## config.mk

```make
export PLATFORM = sky130hd
export DESIGN_NAME = rob_top
export DESIGN_NICKNAME = d
export VERILOG_FILES = /design/src/hdl/rob_pkg.sv /design/src/hdl/rob_ptr_ctrl.sv /design/src/hdl/rob_entry_table.sv /design/src/hdl/rob_commit_unit.sv /design/src/hdl/rob_operand_read.sv /design/src/hdl/rob_top.sv
export SDC_FILE = /design/constraint.sdc
export NUM_CORES = 2
export LEC_CHECK = 0
export BUFFER_PORTS_ARGS = -buffer_cell sky130_fd_sc_hd__buf_4
export CAP_MARGIN = 15
export CORE_MARGIN = 1.5
export CORE_UTILIZATION = 52
export DETAILED_ROUTE_END_ITERATION = 10
export PLACE_DENSITY = 0.71
export SYNTH_ARGS = -nofsm -noshare
export SYNTH_HDL_FRONTEND = slang
export SYNTH_SLANG_ARGS = --single-unit
```

## constraint.sdc

```tcl
create_clock -name clk -period 4.2 [get_ports clk]
set_clock_uncertainty 0.1 [all_clocks]
set_input_delay 0.21 -clock clk [delete_from_list [all_inputs] [get_ports clk]]
set_output_delay 0.21 -clock clk [all_outputs]
set_load 0.005 [all_outputs]
```

## src/hdl/rob_pkg.sv

```systemverilog
`default_nettype none

package rob_pkg;

    localparam int ROB_DEPTH  = 8;
    localparam int ROB_IDX_W  = 3;
    localparam int ROB_PTR_W  = ROB_IDX_W + 1;  // extra wrap bit
    localparam int WORD_W     = 32;
    localparam int PC_W       = 32;
    localparam int GPR_ADDR_W = 5;
    localparam int EXP_W      = 4;
    localparam int NUM_WB     = 3;  // 0 alu, 1 mul, 2 load

    typedef logic [ROB_IDX_W-1:0]  rob_idx_t;
    typedef logic [ROB_PTR_W-1:0]  rob_ptr_t;
    typedef logic [WORD_W-1:0]     word_t;
    typedef logic [PC_W-1:0]       pc_t;
    typedef logic [GPR_ADDR_W-1:0] gpr_addr_t;
    typedef logic [EXP_W-1:0]      exp_code_t;

    localparam exp_code_t EXP_NONE = 4'd0;

    // decoder side, one per allocation
    typedef struct packed {
        pc_t       pc;
        gpr_addr_t dst_addr;
        logic      dst_wen;
        exp_code_t exp_code;
    } alloc_req_t;

    typedef struct packed {
        logic     valid;
        rob_idx_t tag;
        word_t    data;
    } wb_t;

    typedef struct packed {
        logic     finish;
        logic     taken;
        pc_t      target;
        rob_idx_t tag;
        logic     link_valid;   // jal/jalr rd = pc+4
        word_t    link_data;
    } br_wb_t;

    typedef struct packed {
        logic      valid;
        rob_idx_t  tag;
        pc_t       pc;
        logic      dst_en;
        gpr_addr_t dst_addr;
        word_t     dst_value;
        logic      br_taken;
        pc_t       br_target;
        logic      exp_en;
        exp_code_t exp_code;
    } commit_t;

    typedef struct packed {
        logic     valid;
        rob_idx_t tag;
    } src_req_t;

    typedef struct packed {
        logic  valid;
        word_t value;
    } src_resp_t;

    typedef struct packed {
        word_t     dst_value;
        logic      value_ready;
        logic      br_ready;
        logic      br_taken;
        pc_t       br_target;
        logic      exp_en;
        exp_code_t exp_code;
        pc_t       pc;
        gpr_addr_t dst_addr;
        logic      dst_wen;
    } entry_view_t;

    // same-cycle result for one tag, alu > mul > load > branch link
    function automatic src_resp_t wb_bypass(
        input wb_t [NUM_WB-1:0] wb,
        input br_wb_t           br_wb,
        input rob_idx_t         tag
    );
        src_resp_t r;
        r = '{valid: 1'b0, value: '0};
        if (br_wb.link_valid && br_wb.tag == tag) begin
            r = '{valid: 1'b1, value: br_wb.link_data};
        end
        for (int p = NUM_WB - 1; p >= 0; p--) begin   // walk down so port 0 wins
            if (wb[p].valid && wb[p].tag == tag) begin
                r = '{valid: 1'b1, value: wb[p].data};
            end
        end
        return r;
    endfunction

endpackage

`default_nettype wire

```

## src/hdl/rob_ptr_ctrl.sv

```systemverilog
`default_nettype none

module rob_ptr_ctrl (
    input  logic              clk,
    input  logic              rst_n,
    input  logic              alloc_en,
    input  logic              retire,
    input  logic              flush,
    output rob_pkg::rob_idx_t head,
    output rob_pkg::rob_idx_t tail,
    output logic              rob_full,
    output logic              rob_empty
);

    rob_pkg::rob_ptr_t head_ptr;
    rob_pkg::rob_ptr_t tail_ptr;
    rob_pkg::rob_ptr_t head_inc;
    rob_pkg::rob_ptr_t head_next;
    rob_pkg::rob_ptr_t tail_next;

    assign head_inc = head_ptr + 1'b1;

    always_comb begin
        head_next = head_ptr;
        tail_next = tail_ptr;
        if (retire || flush) begin
            head_next = head_inc;
        end
        // flushing entry retires, everything younger is dropped
        if (flush) begin
            tail_next = head_inc;
        end else if (alloc_en) begin
            tail_next = tail_ptr + 1'b1;
        end
    end

    always_ff @(posedge clk or negedge rst_n) begin
        if (!rst_n) begin
            head_ptr <= '0;
            tail_ptr <= '0;
        end else begin
            head_ptr <= head_next;
            tail_ptr <= tail_next;
        end
    end

    assign head = head_ptr[rob_pkg::ROB_IDX_W-1:0];
    assign tail = tail_ptr[rob_pkg::ROB_IDX_W-1:0];

    assign rob_empty = (head_ptr == tail_ptr);
    assign rob_full  = (head_ptr[rob_pkg::ROB_IDX_W] != tail_ptr[rob_pkg::ROB_IDX_W]) &&
                       (head == tail);   // same slot, one lap apart

    // decoder has no backpressure, it must stall on rob_full itself
    a_no_alloc_when_full: assert property (
        @(posedge clk) disable iff (!rst_n)
        alloc_en |-> !rob_full
    ) else $error("allocation while reorder buffer is full");

endmodule

`default_nettype wire

```

## src/hdl/rob_entry_table.sv

```systemverilog
`default_nettype none

module rob_entry_table (
    input  logic                                 clk,
    input  logic                                 rst_n,
    input  logic                                 alloc_en,
    input  rob_pkg::alloc_req_t                  alloc_req,
    input  rob_pkg::rob_idx_t                    tail,
    input  rob_pkg::rob_idx_t                    head,
    input  rob_pkg::wb_t [rob_pkg::NUM_WB-1:0]   wb,
    input  rob_pkg::br_wb_t                      br_wb,
    input  logic                                 retire,
    input  logic                                 flush,
    input  rob_pkg::rob_idx_t                    src1_tag,
    input  rob_pkg::rob_idx_t                    src2_tag,
    output rob_pkg::entry_view_t                 head_entry,
    output rob_pkg::entry_view_t                 src1_entry,
    output rob_pkg::entry_view_t                 src2_entry
);

    // control flags
    logic [rob_pkg::ROB_DEPTH-1:0] value_ready_q;
    logic [rob_pkg::ROB_DEPTH-1:0] br_ready_q;
    logic [rob_pkg::ROB_DEPTH-1:0] br_taken_q;
    logic [rob_pkg::ROB_DEPTH-1:0] exp_en_q;

    // payload
    rob_pkg::alloc_req_t  alloc_q     [rob_pkg::ROB_DEPTH];
    rob_pkg::word_t       dst_value_q [rob_pkg::ROB_DEPTH];
    rob_pkg::pc_t         br_target_q [rob_pkg::ROB_DEPTH];

    rob_pkg::src_resp_t   wb_sel      [rob_pkg::ROB_DEPTH];
    logic [rob_pkg::ROB_DEPTH-1:0] br_hit;
    rob_pkg::entry_view_t view        [rob_pkg::ROB_DEPTH];
    logic                 wb_conflict;

    always_comb begin
        for (int i = 0; i < rob_pkg::ROB_DEPTH; i++) begin
            wb_sel[i] = rob_pkg::wb_bypass(wb, br_wb, rob_pkg::rob_idx_t'(i));
            br_hit[i] = br_wb.finish && (br_wb.tag == rob_pkg::rob_idx_t'(i));
        end
    end

    always_ff @(posedge clk or negedge rst_n) begin
        if (!rst_n) begin
            value_ready_q <= '0;
            br_ready_q    <= '0;
            br_taken_q    <= '0;
            exp_en_q      <= '0;
        end else if (flush) begin
            value_ready_q <= '0;
            br_ready_q    <= '0;
            br_taken_q    <= '0;
            exp_en_q      <= '0;
        end else begin
            for (int i = 0; i < rob_pkg::ROB_DEPTH; i++) begin
                if (retire && head == rob_pkg::rob_idx_t'(i)) begin
                    value_ready_q[i] <= 1'b0;
                    br_ready_q[i]    <= 1'b0;
                    br_taken_q[i]    <= 1'b0;
                    exp_en_q[i]      <= 1'b0;
                end
                if (alloc_en && tail == rob_pkg::rob_idx_t'(i)) begin
                    value_ready_q[i] <= 1'b0;
                    br_ready_q[i]    <= 1'b0;
                    br_taken_q[i]    <= 1'b0;
                    exp_en_q[i]      <= (alloc_req.exp_code != rob_pkg::EXP_NONE);
                end
                if (wb_sel[i].valid) begin
                    value_ready_q[i] <= 1'b1;
                end
                if (br_hit[i]) begin
                    br_ready_q[i] <= 1'b1;
                    br_taken_q[i] <= br_wb.taken;
                end
            end
        end
    end

    always_ff @(posedge clk) begin
        for (int i = 0; i < rob_pkg::ROB_DEPTH; i++) begin
            if (alloc_en && tail == rob_pkg::rob_idx_t'(i)) begin
                alloc_q[i] <= alloc_req;
            end
            if (wb_sel[i].valid) begin
                dst_value_q[i] <= wb_sel[i].value;
            end
            if (br_hit[i] && br_wb.taken) begin
                br_target_q[i] <= br_wb.target;
            end
        end
    end

    always_comb begin
        for (int i = 0; i < rob_pkg::ROB_DEPTH; i++) begin
            view[i] = '{
                dst_value:   dst_value_q[i],
                value_ready: value_ready_q[i],
                br_ready:    br_ready_q[i],
                br_taken:    br_taken_q[i],
                br_target:   br_target_q[i],
                exp_en:      exp_en_q[i],
                exp_code:    alloc_q[i].exp_code,
                pc:          alloc_q[i].pc,
                dst_addr:    alloc_q[i].dst_addr,
                dst_wen:     alloc_q[i].dst_wen
            };
        end
    end

    assign head_entry = view[head];
    assign src1_entry = view[src1_tag];
    assign src2_entry = view[src2_tag];

    always_comb begin
        wb_conflict = 1'b0;
        for (int a = 0; a < rob_pkg::NUM_WB; a++) begin
            for (int b = a + 1; b < rob_pkg::NUM_WB; b++) begin
                if (wb[a].valid && wb[b].valid && wb[a].tag == wb[b].tag) begin
                    wb_conflict = 1'b1;
                end
            end
        end
    end

    // issue logic owns each tag on exactly one execution port
    a_wb_one_port_per_tag: assert property (
        @(posedge clk) disable iff (!rst_n)
        !wb_conflict
    ) else $error("two execution ports wrote the same tag");

endmodule

`default_nettype wire

```

## src/hdl/rob_commit_unit.sv

```systemverilog
`default_nettype none

module rob_commit_unit (
    input  rob_pkg::rob_idx_t    head,
    input  rob_pkg::entry_view_t head_entry,
    input  logic                 rob_empty,
    output rob_pkg::commit_t     commit,
    output logic                 retire,
    output logic                 flush
);

    logic complete;

    // any one of these finishes an instruction
    assign complete = head_entry.value_ready ||
                      head_entry.br_ready    ||
                      head_entry.exp_en;

    assign retire = complete && !rob_empty;
    assign flush  = retire && (head_entry.br_taken || head_entry.exp_en);

    always_comb begin
        commit.valid     = retire;
        commit.tag       = head;
        commit.pc        = head_entry.pc;
        commit.dst_en    = head_entry.value_ready && head_entry.dst_wen;
        commit.dst_addr  = head_entry.dst_addr;
        commit.dst_value = head_entry.dst_value;
        commit.br_taken  = head_entry.br_taken;   // redirect fetch
        commit.br_target = head_entry.br_target;
        commit.exp_en    = head_entry.exp_en;
        commit.exp_code  = head_entry.exp_code;
    end

endmodule

`default_nettype wire

```

## src/hdl/rob_operand_read.sv

```systemverilog
`default_nettype none

module rob_operand_read (
    input  logic                               clk,
    input  logic                               rst_n,
    input  rob_pkg::src_req_t                  req,
    input  rob_pkg::entry_view_t               entry,
    input  rob_pkg::wb_t [rob_pkg::NUM_WB-1:0] wb,
    input  rob_pkg::br_wb_t                    br_wb,
    output rob_pkg::src_resp_t                 resp
);

    rob_pkg::src_resp_t bypass;
    logic               hit;
    logic               valid_q;
    rob_pkg::word_t     value_q;

    // result landing this cycle beats the stored copy
    assign bypass = rob_pkg::wb_bypass(wb, br_wb, req.tag);
    assign hit    = bypass.valid || entry.value_ready;

    always_ff @(posedge clk or negedge rst_n) begin
        if (!rst_n) begin
            valid_q <= 1'b0;
        end else begin
            valid_q <= req.valid && hit;   // miss means operand still in flight
        end
    end

    always_ff @(posedge clk) begin
        if (req.valid) begin
            value_q <= bypass.valid ? bypass.value : entry.dst_value;
        end
    end

    assign resp = '{valid: valid_q, value: value_q};

endmodule

`default_nettype wire

```

## src/hdl/rob_top.sv

```systemverilog
`default_nettype none

module rob_top (
    input  logic                               clk,
    input  logic                               rst_n,
    input  logic                               alloc_en,
    input  rob_pkg::alloc_req_t                alloc_req,
    input  rob_pkg::wb_t [rob_pkg::NUM_WB-1:0] wb,
    input  rob_pkg::br_wb_t                    br_wb,
    input  rob_pkg::src_req_t                  src1_req,
    input  rob_pkg::src_req_t                  src2_req,
    output rob_pkg::rob_idx_t                  alloc_tag,
    output logic                               rob_full,
    output logic                               rob_empty,
    output rob_pkg::commit_t                   commit,
    output rob_pkg::src_resp_t                 src1_resp,
    output rob_pkg::src_resp_t                 src2_resp
);

    rob_pkg::rob_idx_t    head;
    logic                 retire;
    logic                 flush;
    rob_pkg::entry_view_t head_entry;
    rob_pkg::entry_view_t src1_entry;
    rob_pkg::entry_view_t src2_entry;

    rob_ptr_ctrl u_ptr (
        .clk       (clk),
        .rst_n     (rst_n),
        .alloc_en  (alloc_en),
        .retire    (retire),
        .flush     (flush),
        .head      (head),
        .tail      (alloc_tag),   // tail index is the tag handed out
        .rob_full  (rob_full),
        .rob_empty (rob_empty)
    );

    rob_entry_table u_table (
        .clk        (clk),
        .rst_n      (rst_n),
        .alloc_en   (alloc_en),
        .alloc_req  (alloc_req),
        .tail       (alloc_tag),
        .head       (head),
        .wb         (wb),
        .br_wb      (br_wb),
        .retire     (retire),
        .flush      (flush),
        .src1_tag   (src1_req.tag),
        .src2_tag   (src2_req.tag),
        .head_entry (head_entry),
        .src1_entry (src1_entry),
        .src2_entry (src2_entry)
    );

    rob_commit_unit u_commit (
        .head       (head),
        .head_entry (head_entry),
        .rob_empty  (rob_empty),
        .commit     (commit),
        .retire     (retire),
        .flush      (flush)
    );

    rob_operand_read u_src1 (
        .clk   (clk),
        .rst_n (rst_n),
        .req   (src1_req),
        .entry (src1_entry),
        .wb    (wb),
        .br_wb (br_wb),
        .resp  (src1_resp)
    );

    rob_operand_read u_src2 (
        .clk   (clk),
        .rst_n (rst_n),
        .req   (src2_req),
        .entry (src2_entry),
        .wb    (wb),
        .br_wb (br_wb),
        .resp  (src2_resp)
    );

endmodule

`default_nettype wire

```

==> flow_summary.ini <==
[sta]
slew-limit-headroom_pct = 14.4
fin_crit_sh_pct = 93.0
period_needed_ns = 3.91
final_hold_viol_count = 0
max_freq_mhz = 256
setup_violations = 0
finalMaxSlewViolations = 0
rsz0062_at_grt = no
setup_tns_ns = 0
worst-slew-pin-transition_ns = 1.28

[synth]
netlist_area_um2 = 50400
synth_cells = 3827
synth_common_cells = edfxtp_1, nand2_1, mux4_2
yosysSeqAreaShare_pct = 56.4
synth-seq-cells = 954
yosysUniqueCellTypes = 49
synth_fp_nets = 4070
synthFlopType = edfxtp_1
synth_edf_count = 912
synthDominantCellAreaShare_pct = 54.3
yosysMostFrequentCell = edfxtp_1
yosysWarnings = 0
yosys.area.top_type = edfxtp_1
synthArstFlopShare_pct = 4.40
synth_area_per_cell_um2 = 13.2
ys_top_cells_by_area = edfxtp_1, mux4_2, nand2_1

[finish]
fillers = 7204
fin_nets = 4516
syn_to_final_growth_pct = 20.2
fin_area_um2 = 60600
drive_gt1_share_pct = 25.0
final_cells = 5652

[clock_tree]
postCtsSetupBuffers = 0
cts-root-buf = clkbuf_16
cts_buffers = 101
clk_path_buf_depth = 3
clk_latency_ns = 0.73
cts_sinks = 954
cts_tree = built
htreeDepth = 3
cts.clk_slew.worst_paths_ns = 0.06

[setup_path]
crit_type = flop to output port
path_common_cell = buf_4
max_stage_delay_ns = 0.83
required_ns = 3.89
cp.arrival_ns = 3.60
crit_family = buffers and inverters
cp-start-kind = flop
critPathSlowestCell = dfrtp_4
critPathBufInv = 3
path_cells = buf_4 > buf_4 > nand2_1 > nand2_1 > buf_4
crit_fanout = 53
worstSetupEndpointType = output port
ff2ff_setup_slack_ns = 0.54

[placement]
place_congestion = 0.913
post_dp_cell_area_um2 = 54400
io_buffers = 413
hpwl_um = 103000
dp.cells = 5160

[floorplanning]
initial_core_util_pct = 52.3
die_area_um2 = 98900
row_count = 114
die_w_um = 314
io_pins = 414
die_y_um = 314
core_area_um2 = 96400

[detailed_routing]
totalWireLength_um = 178000
via_count = 38900
postRouteAntennaNets = 0
wl_met3_um = 23500
detail_route.vias_per_cell = 6.89
highest_layer = met5
wl_per_cell_um = 31.5
drtPass1Iterations = 7
met1_length_um = 61500
drc_errors = 0
wl_met2_um = 80600
drt_iter0_drc = 6137

[power_and_ir_drop]
p_per_area_nw_per_um2 = 539
power.total_w = 0.0327
peakVddDrop_v = 0.000568
p_leak_nw = 21.1

[global_routing]
grt_pass1_vias = 38500
grt_max_degree = 159
grt-ovfl-total = 0
grt_first_pass_wirelength_um = 257000
antenna_found_initial = 23
grtUsageTotal_pct = 35.7

[run]
drv_cap = 0

[hold_path]
min_path_type = primary input to flop

[status]
status = finished clean
-- cells in the final DEF (no fill, tap or decap), types with 7 or more instances in the layout --
cell	instances
nand2_1	611
mux4_2	352
ha_1	12
nand4_1	11
a21oi_1	156
dfrtp_1	39
clkbuf_16	101
edfxtp_1	912
xnor2_1	30
and3_1	7
a2bb2oi_1	128
buf_12	9
nor3_2	7
inv_1	26
a31oi_1	64
a221o_1	96
dlygate4sd3_1	285
buf_4	518
clkinv_1	21
clkinv_2	20
o31ai_1	32
bufinv_16	10
clkinvlp_4	7
nor2b_1	9
nand3_1	19
diode_2	18
o22ai_1	64
inv_2	10
mux2i_1	197
a221oi_1	32
o21ai_0	205
clkbuf_1	16
nor2_1	176
o211ai_1	83
-- registers in the layout, indices dropped and copies added, names as in the netlist --
register / flops
u_table.value_ready_q: 8
u_src1.valid_q: 1
u_ptr.tail_ptr: 4
u_src2.valid_q: 1
u_table.exp_en_q: 8
u_src1.value_q: 32
u_src2.value_q: 32
u_table.alloc_q: 336
u_table.br_target_q: 256
u_table.br_taken_q: 8
u_table.dst_value_q: 256
u_table.br_ready_q: 8
u_ptr.head_ptr: 4
-- metal layers --
metal / global-route usage, % / vias up
met5: 0.290 / -
met4: 20.9 / 22
met2: 55.0 / 3278
met3: 11.4 / 911
met1: 44.5 / 18900
li1: - / 15900
-- stage by stage --
step	util [%]	hold slack, ns	setup WS (ns)
final	62.9	0.0393	0.294
after floorplan	-	-0.186	0.403
after global routing	62.9	0.0478	0.207
after CTS	62.9	0.00199	0.322
after detailed placement	56.4	0.136	0.959
after global placement	56.4	0.131	1.02
-- where the power goes --
| group | internal (W) | total [W] | switching [W] |
|---|---|---|---|
| combinational | 0.00519 | 0.0113 | 0.00614 |
| sequential | 0.0116 | 0.0123 | 0.000618 |
| clock | 0.00509 | 0.00911 | 0.00402 |
-- logic make-up after synthesis --
family	synth area share, %
compound gates	11.8
xor+xnor	0.573
fa+ha+maj	0.298
buf+inv	4.04
flops	56.4
mux	19.8
simple gates	7.12
-- final timing paths --
| path | startpoint | depth (start not counted) | end |
|---|---|---|---|
| setup / recovery | u_ptr.head_ptr[2] | 5 | commit[38] |
| hold / removal | wb[71] | 5 | u_table.value_ready_q[3] |
| setup reg to reg | u_ptr.head_ptr[2] | 8 | u_table.br_taken_q[4] |
| hold reg to reg | u_ptr.head_ptr[3] | 1 | u_ptr.head_ptr[3] |
| max in group asynchronous | rst_n | 4 | u_ptr.head_ptr[2] |
| min in group asynchronous | rst_n | 4 | u_table.exp_en_q[2] |
-- worst reg2reg max path, stage by stage (launching register included) --
cell	delay (ns)
dfrtp_4	0.83
buf_4	0.62
xnor2_1	0.21
nand4_1	0.47
nand2_1	0.30
o21ai_2	0.16
buf_4	0.23
a21oi_1	0.13
dlygate4sd3_1	0.55
-- what timing repair did --
action | 4_1_cts | 5_1_grt
hold buffers | 286 | 0
resized for setup | 0 | 0
hold endpoints to repair | 1032 | 0
-- area by class of cell --
cell class | instances | area [um2] | share of cell area (%)
Sequential cell | 954 | 28400 | 46.9
Multi-Input combinational cell | 2367 | 20100 | 33.2
Timing Repair Buffer | 812 | 6920 | 11.4
Clock buffer | 117 | 2590 | 4.27
Tap cell | 1276 | 1600 | 2.63
Clock inverter | 71 | 761 | 1.25
Inverter | 37 | 141 | 0.233
Antenna cell | 18 | 45.0 | 0.0743
Note: power is estimated with default switching activity, not from simulation.
